<file path="src/hw/dcore_defs.svh">
`ifndef DCORE_DEFS_SVH
`define DCORE_DEFS_SVH

// number of time-interleaved slices
`define DC_SLICES 4

// magnitude width of one slice
`define DC_ADC_W 8

// prbs order and checker history depth
`define DC_PRBS_N 7

// error and total counters
`define DC_CNT_W 32

// apb byte address width
`define DC_APB_AW 8

// register byte offsets
`define DC_REG_CTRL 8'h00
`define DC_REG_THRESH 8'h04
`define DC_REG_EQN 8'h08
`define DC_REG_INJ 8'h0C
// slice offsets follow at 4-byte steps up to 0x1C
`define DC_REG_OFS0 8'h10
`define DC_REG_ERR 8'h20
`define DC_REG_TOT 8'h24

`endif

</file>
<file path="src/hw/dcore_pkg.sv">
`include "dcore_defs.svh"

package dcore_pkg;

    // raw magnitude of one adc slice
    typedef logic [`DC_ADC_W-1:0] adc_mag_t;

    // unfolded sample with the sign bit on top of the magnitude
    typedef logic signed [`DC_ADC_W:0] sample_t;

    // one bit per slice for decisions and lane enables
    typedef logic [`DC_SLICES-1:0] lane_mask_t;

    // bit k selects the history bit at delay k+1
    typedef logic [`DC_PRBS_N-1:0] prbs_eqn_t;

    // error and total counters
    typedef logic [`DC_CNT_W-1:0] count_t;

endpackage

</file>
<file path="src/hw/dcore_cfg_if.sv">
`timescale 1ns/1ps
`default_nettype none
`include "dcore_defs.svh"

interface dcore_cfg_if import dcore_pkg::*; ();

    // unfolding and slicing
    sample_t    offsets [`DC_SLICES];
    sample_t    thresh;

    // bist generator
    logic       gen_en;
    prbs_eqn_t  eqn;
    logic       inj_err;

    // checker control
    logic       chk_run;
    logic       chk_src;
    lane_mask_t lane_en;

    // checker status back to the register block
    count_t     err_count;
    count_t     total_count;

    modport regs (
        output offsets, thresh, gen_en, eqn, inj_err, chk_run, chk_src, lane_en,
        input  err_count, total_count
    );

    modport frontend (
        input offsets, thresh
    );

    modport gen (
        input gen_en, eqn, inj_err
    );

    // eqn is shared with the generator so both ends use the same polynomial
    modport chk (
        input  eqn, chk_run, chk_src, lane_en,
        output err_count, total_count
    );

endinterface

`default_nettype wire

</file>
<file path="src/hw/apb_regs.sv">
`timescale 1ns/1ps
`default_nettype none
`include "dcore_defs.svh"

module apb_regs import dcore_pkg::*; (
    input  wire logic                  clk_adc,
    input  wire logic                  rst_n_i,
    input  wire logic                  psel_i,
    input  wire logic                  penable_i,
    input  wire logic                  pwrite_i,
    input  wire logic [`DC_APB_AW-1:0] paddr_i,
    input  wire logic [31:0]           pwdata_i,
    output logic      [31:0]           prdata_o,
    output logic                       pready_o,
    output logic                       pslverr_o,
    dcore_cfg_if.regs                  cfg
);

    // x^7 + x^6 + 1 with taps at delays 7 and 6
    localparam prbs_eqn_t EQN_RST = 7'b110_0000;

    logic       access;
    logic       wr_en;
    logic       reg_hit;
    lane_mask_t ofs_hit;

    assign access = psel_i & penable_i;

    // one hit per slice offset register
    always_comb begin
        for (int k = 0; k < `DC_SLICES; k++) begin
            ofs_hit[k] = (32'(paddr_i) == `DC_REG_OFS0 + 4 * k);
        end
    end

    always_comb begin
        case (paddr_i)
            `DC_REG_CTRL, `DC_REG_THRESH, `DC_REG_EQN, `DC_REG_INJ,
            `DC_REG_ERR, `DC_REG_TOT: reg_hit = 1'b1;
            default: reg_hit = |ofs_hit;
        endcase
    end

    // zero wait states and errors only on unmapped addresses
    assign pready_o  = 1'b1;
    assign pslverr_o = access & ~reg_hit;
    assign wr_en     = access & pwrite_i;

    always_ff @(posedge clk_adc) begin
        if (!rst_n_i) begin
            cfg.gen_en  <= 1'b0;
            cfg.chk_run <= 1'b0;
            cfg.chk_src <= 1'b0;
            cfg.lane_en <= '0;
            cfg.thresh  <= '0;
            cfg.eqn     <= EQN_RST;
            cfg.inj_err <= 1'b0;
            for (int k = 0; k < `DC_SLICES; k++) begin
                cfg.offsets[k] <= '0;
            end
        end else begin
            // inj_err lasts a single cycle
            cfg.inj_err <= 1'b0;
            if (wr_en) begin
                case (paddr_i)
                    `DC_REG_CTRL: begin
                        cfg.gen_en  <= pwdata_i[0];
                        cfg.chk_run <= pwdata_i[1];
                        cfg.chk_src <= pwdata_i[2];
                        cfg.lane_en <= pwdata_i[4 +: `DC_SLICES];
                    end
                    `DC_REG_THRESH: cfg.thresh <= sample_t'(pwdata_i[`DC_ADC_W:0]);
                    `DC_REG_EQN: cfg.eqn <= pwdata_i[`DC_PRBS_N-1:0];
                    `DC_REG_INJ: cfg.inj_err <= pwdata_i[0];
                    // counters are read only
                    default: ;
                endcase
                for (int k = 0; k < `DC_SLICES; k++) begin
                    if (ofs_hit[k]) begin
                        cfg.offsets[k] <= sample_t'(pwdata_i[`DC_ADC_W:0]);
                    end
                end
            end
        end
    end

    // signed fields come back sign extended
    always_comb begin
        prdata_o = '0;
        case (paddr_i)
            `DC_REG_CTRL: begin
                prdata_o[0]                = cfg.gen_en;
                prdata_o[1]                = cfg.chk_run;
                prdata_o[2]                = cfg.chk_src;
                prdata_o[4 +: `DC_SLICES] = cfg.lane_en;
            end
            `DC_REG_THRESH: prdata_o = 32'(cfg.thresh);
            `DC_REG_EQN: prdata_o = 32'(cfg.eqn);
            `DC_REG_ERR: prdata_o = 32'(cfg.err_count);
            `DC_REG_TOT: prdata_o = 32'(cfg.total_count);
            default: begin
                for (int k = 0; k < `DC_SLICES; k++) begin
                    if (ofs_hit[k]) begin
                        prdata_o = 32'(cfg.offsets[k]);
                    end
                end
            end
        endcase
    end

    // an errored write leaves the configuration untouched
    a_slverr_no_write: assert property (
        @(posedge clk_adc) disable iff (!rst_n_i)
        (pslverr_o && pwrite_i) |=> $stable({cfg.gen_en, cfg.chk_run, cfg.chk_src,
                                             cfg.lane_en, cfg.thresh, cfg.eqn})
    );

endmodule

`default_nettype wire

</file>
<file path="src/hw/adc_frontend.sv">
`timescale 1ns/1ps
`default_nettype none
`include "dcore_defs.svh"

module adc_frontend import dcore_pkg::*; (
    input  wire logic                              clk_adc,
    input  wire logic                              rst_n_i,
    input  wire logic [`DC_SLICES*`DC_ADC_W-1:0]  adc_mag_i,
    input  wire lane_mask_t                        adc_sign_i,
    dcore_cfg_if.frontend                          cfg,
    output lane_mask_t                             adc_bits_o
);

    // room for sample minus offset without overflow
    typedef logic signed [`DC_ADC_W+1:0] corr_t;

    sample_t unfolded [`DC_SLICES];
    corr_t   corr_q   [`DC_SLICES];

    // sign bit 1 means positive
    always_comb begin
        adc_mag_t mag;
        for (int k = 0; k < `DC_SLICES; k++) begin
            mag = adc_mag_i[k*`DC_ADC_W +: `DC_ADC_W];
            if (adc_sign_i[k]) begin
                unfolded[k] = sample_t'({1'b0, mag});
            end else begin
                unfolded[k] = -sample_t'({1'b0, mag});
            end
        end
    end

    // first stage holds the offset corrected sample
    always_ff @(posedge clk_adc) begin
        for (int k = 0; k < `DC_SLICES; k++) begin
            corr_q[k] <= unfolded[k] - cfg.offsets[k];
        end
    end

    // second stage compares strictly against the threshold
    always_ff @(posedge clk_adc) begin
        if (!rst_n_i) begin
            adc_bits_o <= '0;
        end else begin
            for (int k = 0; k < `DC_SLICES; k++) begin
                adc_bits_o[k] <= (corr_q[k] > cfg.thresh);
            end
        end
    end

endmodule

`default_nettype wire

</file>
<file path="src/hw/prbs_gen.sv">
`timescale 1ns/1ps
`default_nettype none
`include "dcore_defs.svh"

module prbs_gen import dcore_pkg::*; (
    input  wire logic  clk_adc,
    input  wire logic  rst_n_i,
    dcore_cfg_if.gen   cfg,
    output logic       bist_bit_o
);

    // lfsr_q[k] holds the bit generated k+1 cycles ago
    prbs_eqn_t lfsr_q;
    logic      feedback;

    assign feedback = ^(lfsr_q & cfg.eqn);

    always_ff @(posedge clk_adc) begin
        if (!rst_n_i) begin
            lfsr_q <= '1;
        end else if (cfg.gen_en) begin
            lfsr_q <= {lfsr_q[`DC_PRBS_N-2:0], feedback};
        end
    end

    // newest bit is flipped for one cycle on injection
    assign bist_bit_o = lfsr_q[0] ^ cfg.inj_err;

    // an all-zero state would lock the generator
    a_lfsr_alive: assert property (
        @(posedge clk_adc) disable iff (!rst_n_i)
        cfg.gen_en |=> (lfsr_q != '0)
    );

endmodule

`default_nettype wire

</file>
<file path="src/hw/prbs_checker.sv">
`timescale 1ns/1ps
`default_nettype none
`include "dcore_defs.svh"

module prbs_checker import dcore_pkg::*; (
    input  wire logic        clk_adc,
    input  wire logic        rst_n_i,
    input  wire lane_mask_t  adc_bits_i,
    input  wire logic        bist_bit_i,
    dcore_cfg_if.chk         cfg
);

    // wide enough to count every lane in one cycle
    localparam int CW = $clog2(`DC_SLICES + 1);

    lane_mask_t          rx_bits;
    lane_mask_t          err_bits;
    prbs_eqn_t           hist_q [`DC_SLICES];
    logic [CW-1:0]       n_en;
    logic [CW-1:0]       n_err;
    logic [`DC_CNT_W:0]  err_sum;
    logic [`DC_CNT_W:0]  tot_sum;

    always_comb begin
        rx_bits = cfg.chk_src ? {`DC_SLICES{bist_bit_i}} : adc_bits_i;
        n_en    = '0;
        n_err   = '0;
        for (int k = 0; k < `DC_SLICES; k++) begin
            // predicted bit is the xor of the tapped history
            err_bits[k] = rx_bits[k] ^ (^(hist_q[k] & cfg.eqn));
            n_en        = n_en + CW'(cfg.lane_en[k]);
            n_err       = n_err + CW'(err_bits[k] & cfg.lane_en[k]);
        end
        err_sum = {1'b0, cfg.err_count} + {{(`DC_CNT_W + 1 - CW){1'b0}}, n_err};
        tot_sum = {1'b0, cfg.total_count} + {{(`DC_CNT_W + 1 - CW){1'b0}}, n_en};
    end

    // history runs regardless of chk_run so the check starts in sync
    always_ff @(posedge clk_adc) begin
        if (!rst_n_i) begin
            for (int k = 0; k < `DC_SLICES; k++) begin
                hist_q[k] <= '0;
            end
        end else begin
            for (int k = 0; k < `DC_SLICES; k++) begin
                hist_q[k] <= {hist_q[k][`DC_PRBS_N-2:0], rx_bits[k]};
            end
        end
    end

    // counters clear while stopped and saturate on carry out
    always_ff @(posedge clk_adc) begin
        if (!rst_n_i || !cfg.chk_run) begin
            cfg.err_count   <= '0;
            cfg.total_count <= '0;
        end else begin
            cfg.err_count   <= err_sum[`DC_CNT_W] ? '1 : err_sum[`DC_CNT_W-1:0];
            cfg.total_count <= tot_sum[`DC_CNT_W] ? '1 : tot_sum[`DC_CNT_W-1:0];
        end
    end

    a_err_le_total: assert property (
        @(posedge clk_adc) disable iff (!rst_n_i)
        cfg.err_count <= cfg.total_count
    );

endmodule

`default_nettype wire

</file>
<file path="src/hw/dcore_top.sv">
`timescale 1ns/1ps
`default_nettype none
`include "dcore_defs.svh"

module dcore_top import dcore_pkg::*; (
    input  wire logic                              clk_adc,
    input  wire logic                              rst_n_i,

    // apb slave
    input  wire logic                              psel_i,
    input  wire logic                              penable_i,
    input  wire logic                              pwrite_i,
    input  wire logic [`DC_APB_AW-1:0]             paddr_i,
    input  wire logic [31:0]                       pwdata_i,
    output wire logic [31:0]                       prdata_o,
    output wire logic                              pready_o,
    output wire logic                              pslverr_o,

    // adc slices with slice 0 in the lsbs
    input  wire logic [`DC_SLICES*`DC_ADC_W-1:0]  adc_mag_i,
    input  wire logic [`DC_SLICES-1:0]             adc_sign_i
);

    dcore_cfg_if cfg_if ();

    lane_mask_t adc_bits;
    logic       bist_bit;

    apb_regs u_regs (
        .clk_adc   (clk_adc),
        .rst_n_i   (rst_n_i),
        .psel_i    (psel_i),
        .penable_i (penable_i),
        .pwrite_i  (pwrite_i),
        .paddr_i   (paddr_i),
        .pwdata_i  (pwdata_i),
        .prdata_o  (prdata_o),
        .pready_o  (pready_o),
        .pslverr_o (pslverr_o),
        .cfg       (cfg_if.regs)
    );

    adc_frontend u_frontend (
        .clk_adc    (clk_adc),
        .rst_n_i    (rst_n_i),
        .adc_mag_i  (adc_mag_i),
        .adc_sign_i (adc_sign_i),
        .cfg        (cfg_if.frontend),
        .adc_bits_o (adc_bits)
    );

    // bist source for the checker
    prbs_gen u_gen (
        .clk_adc    (clk_adc),
        .rst_n_i    (rst_n_i),
        .cfg        (cfg_if.gen),
        .bist_bit_o (bist_bit)
    );

    prbs_checker u_checker (
        .clk_adc    (clk_adc),
        .rst_n_i    (rst_n_i),
        .adc_bits_i (adc_bits),
        .bist_bit_i (bist_bit),
        .cfg        (cfg_if.chk)
    );

endmodule

`default_nettype wire

</file>
<file path="config.mk">
export PLATFORM = sky130hd
export DESIGN_NAME = dcore_top
export DESIGN_NICKNAME = d
export VERILOG_FILES = /design/src/hw/dcore_pkg.sv /design/src/hw/dcore_cfg_if.sv /design/src/hw/apb_regs.sv /design/src/hw/adc_frontend.sv /design/src/hw/prbs_gen.sv /design/src/hw/prbs_checker.sv /design/src/hw/dcore_top.sv
export VERILOG_INCLUDE_DIRS = /design/src /design/src/hw
export SDC_FILE = /design/constraint.sdc
export NUM_CORES = 1
export LEC_CHECK = 0
export ABC_AREA = 1
export BUFFER_PORTS_ARGS = -buffer_cell sky130_fd_sc_hd__buf_2
export CORE_MARGIN = 5
export CORE_UTILIZATION = 50
export CTS_CLUSTER_DIAMETER = 40
export DETAILED_ROUTE_END_ITERATION = 10
export GPL_ROUTABILITY_DRIVEN = 0
export PLACE_DENSITY_LB_ADDON = 0.15
export SYNTH_ARGS = -nofsm -noshare
export SYNTH_HDL_FRONTEND = slang
export SYNTH_HIERARCHICAL = 1
export SYNTH_SLANG_ARGS = --single-unit
</file>
<file path="constraint.sdc">
create_clock -name clk_adc -period 4.8 [get_ports clk_adc]
set_input_delay 0.24 -clock clk_adc [delete_from_list [all_inputs] [get_ports clk_adc]]
set_output_delay 0.24 -clock clk_adc [all_outputs]
set_load 0.01 [all_outputs]
</file>
# Word-level counts from Yosys, hierarchy flattened
# Memories as Yosys holds them, arrays and structs flattened.
# Cells that the tools add are included.
# totals
wordCells,110
ram_bits,68
out_inout_bits,34
register_bits,135
mem_count,2
# mem_list
name,words,word_bits,rd,rd_clocked_by_memory_dff,wr,line,text
u_frontend.corr_q,4,10,4,0,4,adc_frontend.sv:18,corr_t corr_q [`DC_SLICES];
u_checker.hist_q,4,7,4,0,4,prbs_checker.sv:18,prbs_eqn_t hist_q [`DC_SLICES];
# op_classes
n_reduce_logical,20
eq_ne,9
n_mux,22
add_sub_neg,16
n_lt_le_gt_ge,4
n_bitwise,22
# op_table
op,n
two-way mux 32 bit,6
case mux 24 bit (4 select lines),1
adder 32 x 3 -> 33 bit,2
greater-than comparator 10 x 9 -> 1 bit,4
subtractor 9 x 9 -> 10 bit,4
two-way mux 9 bit,4
negation 8 -> 9 bit,4
bitwise AND 7 bit,5
parity 7 bit,5
"== test 8 x 5 -> 1 bit, second input constant",4
two-way mux 7 bit,4
case mux 4 bit (5 select lines),1
"== test 8 x 4 -> 1 bit, second input constant",2
"== test 8 x 6 -> 1 bit, second input constant",2
case mux 3 bit (5 select lines),1
AND reduction 2 bit,7
adder 3 bit,3
"== test 8 x 3 -> 1 bit, second input constant",1
logical NOT 8 bit,1
bitwise AND 1 bit,7
adder 3 x 1 -> 3 bit,2
OR reduction 6 bit,1
case mux 1 bit (5 select lines),1
XOR 1 bit,5
other kinds (10),16

# Longest topological paths before layout
# Gate-level depths: netlist of run 1.
# An unclocked memory read counts as a cell.
# logic_depth
word_depth,10
mapped_depth,24
mapped_depth_nobuf,24

# Modules after synthesis
# Netlist of run 1, hierarchy kept.
# modules_own_cells
module,area_each_um2,seq_area_each_um2,cells_per_inst,instances
prbs_checker,5385.2,1841.8,882,1
adc_frontend,4406.7,880.8,650,1
apb_regs,3737.3,1201.2,606,1
prbs_gen,421.7,140.1,70,1

# Least setup slack after synthesis of run 1
# No wires, ideal clock.
# synth_timing
path_kind,register to register
start,register u_regs.cfg.eqn[0]
end,register u_checker.cfg.err_count[29]
synth_period_minus_slack_ps,3221
arrival_ps,3112
setup_slack_ps,1579
path_stages_with_launch,23
setup_time_ps,109
n_path_buf,1
required_time_ps,4691
path_cell_list,dfxtp_1 -> nand2_1 -> inv_1 -> nand2_1 -> nand2_1 -> nand2_1 -> nand2_1 -> nand2_1 -> nand3b_1 -> nand3_1 -> fa_1 -> inv_1 -> fa_1 -> fa_1 -> nand2_2 -> nor2_4 -> nand2_4 -> nor2_4 -> nand3_4 -> buf_6 -> nand3_1 -> nand2_1 -> inv_1
# synth_via
elab_chain_cells,9
word_cells_on_any_way,21
# synth_rtl
element,line,text
start: declaration,dcore_cfg_if.sv:26,"output offsets, thresh, gen_en, eqn, inj_err, chk_run, chk_src, lane_en,"
start signal: assignment,apb_regs.sv:73,`DC_REG_EQN: cfg.eqn <= pwdata_i[`DC_PRBS_N-1:0];
bitwise AND 7 bit,prbs_checker.sv:30,err_bits[k] = rx_bits[k] ^ (^(hist_q[k] & cfg.eqn));
parity 7 bit,prbs_checker.sv:30,
XOR 1 bit,prbs_checker.sv:30,
bitwise AND 1 bit,prbs_checker.sv:32,n_err = n_err + CW'(err_bits[k] & cfg.lane_en[k]);
adder 3 bit (2 in a row),prbs_checker.sv:32,
adder 3 bit (*),prbs_checker.sv:32,
adder 32 x 3 -> 33 bit (*),prbs_checker.sv:34,"err_sum = {1'b0, cfg.err_count} + {{(`DC_CNT_W + 1 - CW){1'b0}}, n_err};"
two-way mux 32 bit (*),prbs_checker.sv:57,cfg.err_count <= err_sum[`DC_CNT_W] ? '1 : err_sum[`DC_CNT_W-1:0];
end signal: assignment,prbs_checker.sv:57,
end signal: assignment,prbs_checker.sv:64,cfg.err_count <= cfg.total_count
end: declaration,dcore_cfg_if.sv:41,"output err_count, total_count"
# Mark *: on every way between the ends. The rest lies on a longest branch, timed or not.
# A chain may end at the register's enable or synchronous reset.

# Worst setup path in the final report of run 1
# layout_timing
start,register u_regs.cfg.eqn[4]
end,register u_checker.cfg.err_count[15]
# Same word-level chain as after synthesis.

==> qor.txt, run 1 <==
run status -> completed
DRC marker count from the first detailed-route iteration -> 982
launching element type of the critical path -> register
sequential fraction of the synthesis area -> 29.1%
Fin. Hold Viols -> 0
synthesized-area fraction occupied by xor and xnor cells -> 4.52%
Compound-Gate Fraction of Synth Area -> 7.13%
startpoint of the worst hold path -> pwdata_i[8]
type of the most critical hold path -> in -> reg
leakage component of the power -> 7.76 nW
switching portion of total power -> 26.6%
total number of H-tree levels -> 2
count of vias placed by the detailed router -> 13700
overall power -> 5.16 mW
unrepaired setup endpoints after global routing -> no
vias in the first global route -> 12900
top cells by area, synth -> dfxtp_1, nand2_1, inv_1
x dimension of the die -> 177 microns
initial antenna violation count -> 5
Syn. warnings -> 6
initial core utilization -> 50.4%
Synth Instances -> 2208
critical path endpoint category -> register
I/O pin count -> 115
cell chosen for the clock root -> clkbuf_16
Worst EP required -> 5210 ps
Setup Skew -> 21.3 ps
slew at the pin closest to its max-slew limit -> 1120 ps
summed instance area of the synthesized netlist -> 14000 sq um
Post-synth EDFFs -> 0
busiest grt layer -> met2
most used standard cells in the synthesized netlist -> nand2_1, inv_1, nor2_1, dfxtp_1, nand3_1
fraction of synthesized cell area taken by the top area cell type -> 29.1%
multiplexer fraction of the synthesized cell area -> 0%
met3 capacity usage during global routing -> 4.27%
placed cell count -> 2637
share of synthesized flip-flops with an asynchronous set or reset -> 0%
remaining max-slew budget at the tightest pin -> 25.1%
DRC violation count after routing -> 0
number of detailed-route iterations in the first pass -> 6
final antenna-violating net count -> 0
number of gates given a new drive strength after cts -> 0
Crit. Startpoint -> u_regs/cfg.eqn[4]
share of post-route cells with drive strength above 1 -> 10.0%
area growth from synthesis to layout -> 14.7%
signal arrival time at the worst endpoint -> 4220 ps
startpoint of the most critical register-to-register path -> u_regs/cfg.eqn[4]
worst hold slack -> 70.1 ps
setup slack after placement -> 1000 ps
Final Instance Count excl. Fillers -> 2710
post-DP HPWL -> 29.0 mm
share of the cycle needed by the critical path after routing -> 79.3%
share of total power in combinational logic -> 11.0%
f_max -> 0.263 GHz
cell with the most instances after synthesis -> nand2_1
GR Overflow Total -> 0
clock latency at the later pin of the worst-skew pair -> 520 ps
total die area -> 31300 sq um
relative contribution of sequential cells to total power -> 34.9%
global-route wire length before repair -> 62.0 mm
maximum number of pins on one net before global-route repair -> 79
Vias/cell -> 5.05
post-synthesis average cell area -> 6.32 sq um
CTS Buf Count -> 39
number of buffer cells added on primary ports -> 90
final worst path period need -> 3810 ps
worst ir drop on vdd -> 0.246 mV
final setup violating endpoints -> 0
post-layout net count -> 2473
Syn Nets -> 2381
main combinational cell family by area after synthesis -> simple AND/OR/NAND/NOR gates
final count of pins violating max slew -> 0
number of flip-flops and latches in the synthesized netlist -> 203
cell taking the most area after synthesis -> dfxtp_1
largest fanout of any net on the critical path -> 28
met2 GRT Util -> 40.0%
clk buf depth -> 3
setup repair bufs after CTS -> 0
core area -> 27700 sq um
Main synth FF type -> dfxtp_1
post-DR wirelength/cell -> 14.2 microns
global-route met1 utilization -> 32.5%
worst-case setup margin in the final layout -> 993 ps
count of hold buffers inserted by post-cts repair -> 0
clock tree from TritonCTS -> yes
clock transition time at the flip-flop clock pins of the worst setup and hold paths -> 60 ps
synthesized-area fraction occupied by adder cells -> 8.79%
number of max-cap violations -> 0
height of the chip -> 177 microns
post-synthesis cell type count -> 41
Pwr Density -> 322 nW/um^2
CTS sink cnt -> 203
Synth Area in Simple Gates -> 38.7%
Power Internal -> 3.79 mW
relative contribution of the clock network to total power -> 54.1%
GR Util All Layers -> 24.2%
total number of placement rows -> 61
total negative setup slack -> 0 ps
classification of the worst setup path -> reg -> reg
Net Sw Power -> 1.37 mW
Routed Wire Length -> 38.4 mm
registers in the layout (all words and copies together) (netlist names):
| register | cells |
|---|---|
| u_checker/hist_q | 28 |
| u_checker/cfg.total_count | 32 |
| u_frontend/corr_q | 40 |
| u_regs/cfg.gen_en | 1 |
| u_regs/cfg.offsets | 36 |
| u_regs/cfg.chk_run | 1 |
| u_gen/lfsr_q | 7 |
| u_regs/cfg.inj_err | 1 |
| u_frontend/adc_bits_o | 4 |
| u_regs/cfg.chk_src | 1 |
| u_checker/cfg.err_count | 32 |
| u_regs/cfg.eqn | 7 |
| u_regs/cfg.lane_en | 4 |
| u_regs/cfg.thresh | 9 |
kinds of logic (layout without fill, tap and decap cells):
family	Yosys count	in the layout
xor+xnor	72	72
fa+ha+maj	92	92
flops	203	203
compound gates	184	184
buf+inv	405	528
other cells	1	2
simple gates	1251	1251
cell type report:
class | count | area (sq um)
clock buffer | 48 | 1080
clock inverter | 24 | 292
timing repair buffer | 92 | 465
inverter | 364 | 1370
multi-input combinational | 1600 | 8250
antenna | 1 | 2.50
sequential | 203 | 4060
fill | 2756 | 11700
tap | 378 | 473
layer usage:
layer | share of wire (%) | routed length [microns]
met1 | 46 | 17700
met3 | 6.8 | 2620
met2 | 45 | 17100
met4 | 2.3 | 891
met5 | 0.12 | 46
worst max-delay path, stage by stage (launching register included):
cell and delay (ps):
dfxtp_1 540, nand2_1 160, inv_1 90, nand2_1 70, nand3_1 60, nand2_1 60, nand3_1 100, nand2_1 60
nand2_1 50, nand3_1 90, fa_1 520, inv_1 50, fa_1 530, fa_1 460, nand2_2 110, nor2_4 50
nand2_4 100, nor2_4 60, nand3_4 260, nand3_1 130, nand2_1 70, inv_1 50
per-stage QoR:
step	instance area, sq um	util [%]
floorplan	14000	-
global placement	14600	52.8
detailed placement	14600	52.8
CTS	16000	57.7
global route	16000	57.7
finish	16000	57.7
worst paths after layout:
path | endpoint | slack (ps) | cells after the start
worst max-delay path | u_checker/cfg.err_count[15] | 990 | 21
worst max register to register | u_checker/cfg.err_count[15] | 990 | 21
worst min register to register | u_checker/hist_q[0][20] | 420 | 2
worst min-delay path | u_regs/cfg.offsets[8] | 70 | 3
cell usage in the layout (no fill, tap or decap), types with 7 or more instances in the layout:
master     count
nand3_1      192
inv_1        352
inv_2         10
nand4_1       20
clkbuf_16     40
nand2_1      645
nand2_2        7
fa_1          10
xnor2_1       14
nor2_2        13
nand3b_1      18
o21ai_1        9
a21oi_1       92
nor2_1       287
nand2_4        8
ha_1          82
nor2_4        12
nor3_1        31
dfxtp_1      203
o21bai_1      14
xor2_1        58
o21ai_0       52
or2_2          7
buf_2         90
power by group through the flow:
stage                     sequential (mW)  combinational [mW]  clock (mW)
final                                1.80               0.568        2.79
after global routing                 1.80               0.663        2.92
after CTS                            1.80               0.569        2.83
after detailed placement             1.83               0.565           0
after global placement               1.83               0.545           0
after floorplan                      1.82               0.426           0
Power figures use the tool's default switching activity.
==> run 2: changes to the inputs <==
clock period = 3.75 ns   (was 4.8 ns; I/O delays follow)
==> qor.txt, run 2 (synthesis results as in run 1) <==
core area -> 27700 sq um
global-route wire length before repair -> 61.5 mm
Critical Path Sink -> u_checker/cfg.err_count[6]
post-layout net count -> 2480
Vias/cell -> 5.10
reg2reg end -> u_checker/cfg.err_count[6]
initial core utilization -> 50.4%
total negative setup slack -> 0 ps
final count of pins violating max slew -> 0
total number of H-tree levels -> 2
number of buffer and inverter stages on the critical path -> 2
max reg flops -> 40
classification of the worst setup path -> reg -> reg
startpoint of the most critical register-to-register path -> u_regs/cfg.eqn[0]
maximum number of pins on one net before global-route repair -> 78
vias in the first global route -> 12500
clk buf depth -> 3
cells along the critical path -> nand2_1 > inv_1 > nand2_1 > nand2_1 > nand2_1 > nand2_1 > nand2_1 > nand3b_1 > nand3_1 > fa_1 > inv_1 > fa_1 > fa_1 > nand2_2 > nor2_4 > nand2_4 > nor2_4 > nand3_2 > a21oi_1
slowest stage delay, CP -> 520 ps
setup repair bufs after CTS -> 0
Crit. Startpoint -> u_regs/cfg.eqn[0]
leakage component of the power -> 7.78 nW
Reg2Reg Setup Slack -> 260 ps
final worst path period need -> 3490 ps
DRC marker count from the first detailed-route iteration -> 1025
CTS Buf Count -> 37
Setup Skew -> 23.7 ps
number of gates given a new drive strength after cts -> 0
largest delay contributor family on the critical path -> adder cells
CTS sink cnt -> 203
I/O pin count -> 115
unrepaired setup endpoints after global routing -> no
number of detailed-route iterations in the first pass -> 6
share of the cycle needed by the critical path after routing -> 93.0%
type of the most critical hold path -> in -> reg
DRC violation count after routing -> 0
cell with the largest stage delay on the worst path -> fa_1
share of post-route cells with drive strength above 1 -> 10.3%
clock transition time at the flip-flop clock pins of the worst setup and hold paths -> 60 ps
dpl cell area -> 14700 sq um
count of vias placed by the detailed router -> 13800
area growth from synthesis to layout -> 14.7%
number of buffer cells added on primary ports -> 90
total number of placement rows -> 61
post-DR wirelength/cell -> 14.1 microns
GR Util All Layers -> 24.0%
largest fanout of any net on the critical path -> 14
number of max-cap violations -> 0
worst ir drop on vdd -> 0.281 mV
count of hold buffers inserted by post-cts repair -> 0
critical path endpoint category -> register
Worst EP required -> 4120 ps
launching element type of the critical path -> register
post-DP HPWL -> 29.3 mm
remaining max-slew budget at the tightest pin -> 29.1%
number of filler cells placed in the layout -> 2774
signal arrival time at the worst endpoint -> 3860 ps
Fin. Hold Viols -> 0
GR Overflow Total -> 0
clock latency at the later pin of the worst-skew pair -> 520 ps
most frequent standard cell in the layout excluding fill and tap cells -> nand2_1
final antenna-violating net count -> 0
Routed Wire Length -> 38.4 mm
run status -> completed
crit-path most repeated cell -> nand2_1
cell chosen for the clock root -> clkbuf_16
initial antenna violation count -> 4
height of the chip -> 177 microns
total die area -> 31300 sq um
cell count of the worst hold path -> 3
slew at the pin closest to its max-slew limit -> 1060 ps
post-layout instance area -> 16000 sq um
f_max -> 0.287 GHz
clock tree from TritonCTS -> yes
Biggest register -> u_frontend/corr_q
final setup violating endpoints -> 0
Reg2Reg Depth -> 19
Regs by FF count -> u_frontend/corr_q x40, u_regs/cfg.offsets x36
number of cells on the critical path -> 19
x dimension of the die -> 177 microns
Pwr Density -> 406 nW/um^2
leading cell types in the layout, fill and taps excluded -> nand2_1, inv_1, nor2_1, dfxtp_1, nand3_1
[run 2: per-layer routing]
metal	wire, microns	GRT usage (%)	vias up
met3	2800	3.70	76
met2	17000	38.6	447
met5	34	0	-
li1	-	-	7096
met4	973	7.25	6
met1	17600	33.4	6206
[run 2: cell type report]
| class | instances | area [sq um] | area share (%) |
|---|---|---|---|
| tap | 378 | 473 | 2.96 |
| antenna | 1 | 2.50 | 0.0156 |
| timing repair buffer | 100 | 526 | 3.29 |
| inverter | 364 | 1370 | 8.55 |
| clock buffer | 42 | 1010 | 6.30 |
| multi-input combinational | 1601 | 8260 | 51.7 |
| sequential | 203 | 4070 | 25.4 |
| clock inverter | 25 | 292 | 1.82 |
[run 2: worst min-delay path by stage]
| stage | from | to |
|---|---|---|
| after floorplan | rst_n_i | u_gen/lfsr_q[6] |
| after global placement | u_checker/hist_q[0][2] | u_checker/hist_q[0][3] |
| after detailed placement | u_checker/hist_q[0][15] | u_checker/hist_q[0][16] |
| after CTS | pwdata_i[8] | u_regs/cfg.offsets[8] |
| after global routing | pwdata_i[8] | u_regs/cfg.offsets[8] |
| final | pwdata_i[7] | u_regs/cfg.thresh[7] |
[run 2: tightest hold or removal path: stages]
cell and delay (ps):
buf_2 160, nor2_1 110, nor2_1 50
[run 2: report_power, final]
part	internal, mW	total [mW]	leakage (nW)	switching (mW)
clock	2.25	3.47	0.640	1.22
combinational	0.283	0.727	5.49	0.444
sequential	2.26	2.30	1.65	0.0380
[run 2: through the flow]
stage	worst slack [ps]	power, mW	instances	util, %	hold WS [ps]
6_report	262	6.50	2714	57.7	35.0
5_1_grt	5.94	6.78	2713	57.7	25.8
4_1_cts	135	6.55	2712	57.7	11.2
3_5_place_dp	181	3.06	2645	53.0	416
3_3_place_gp	231	3.04	2645	53.0	413
2_1_floorplan	529	2.87	2208	-	272
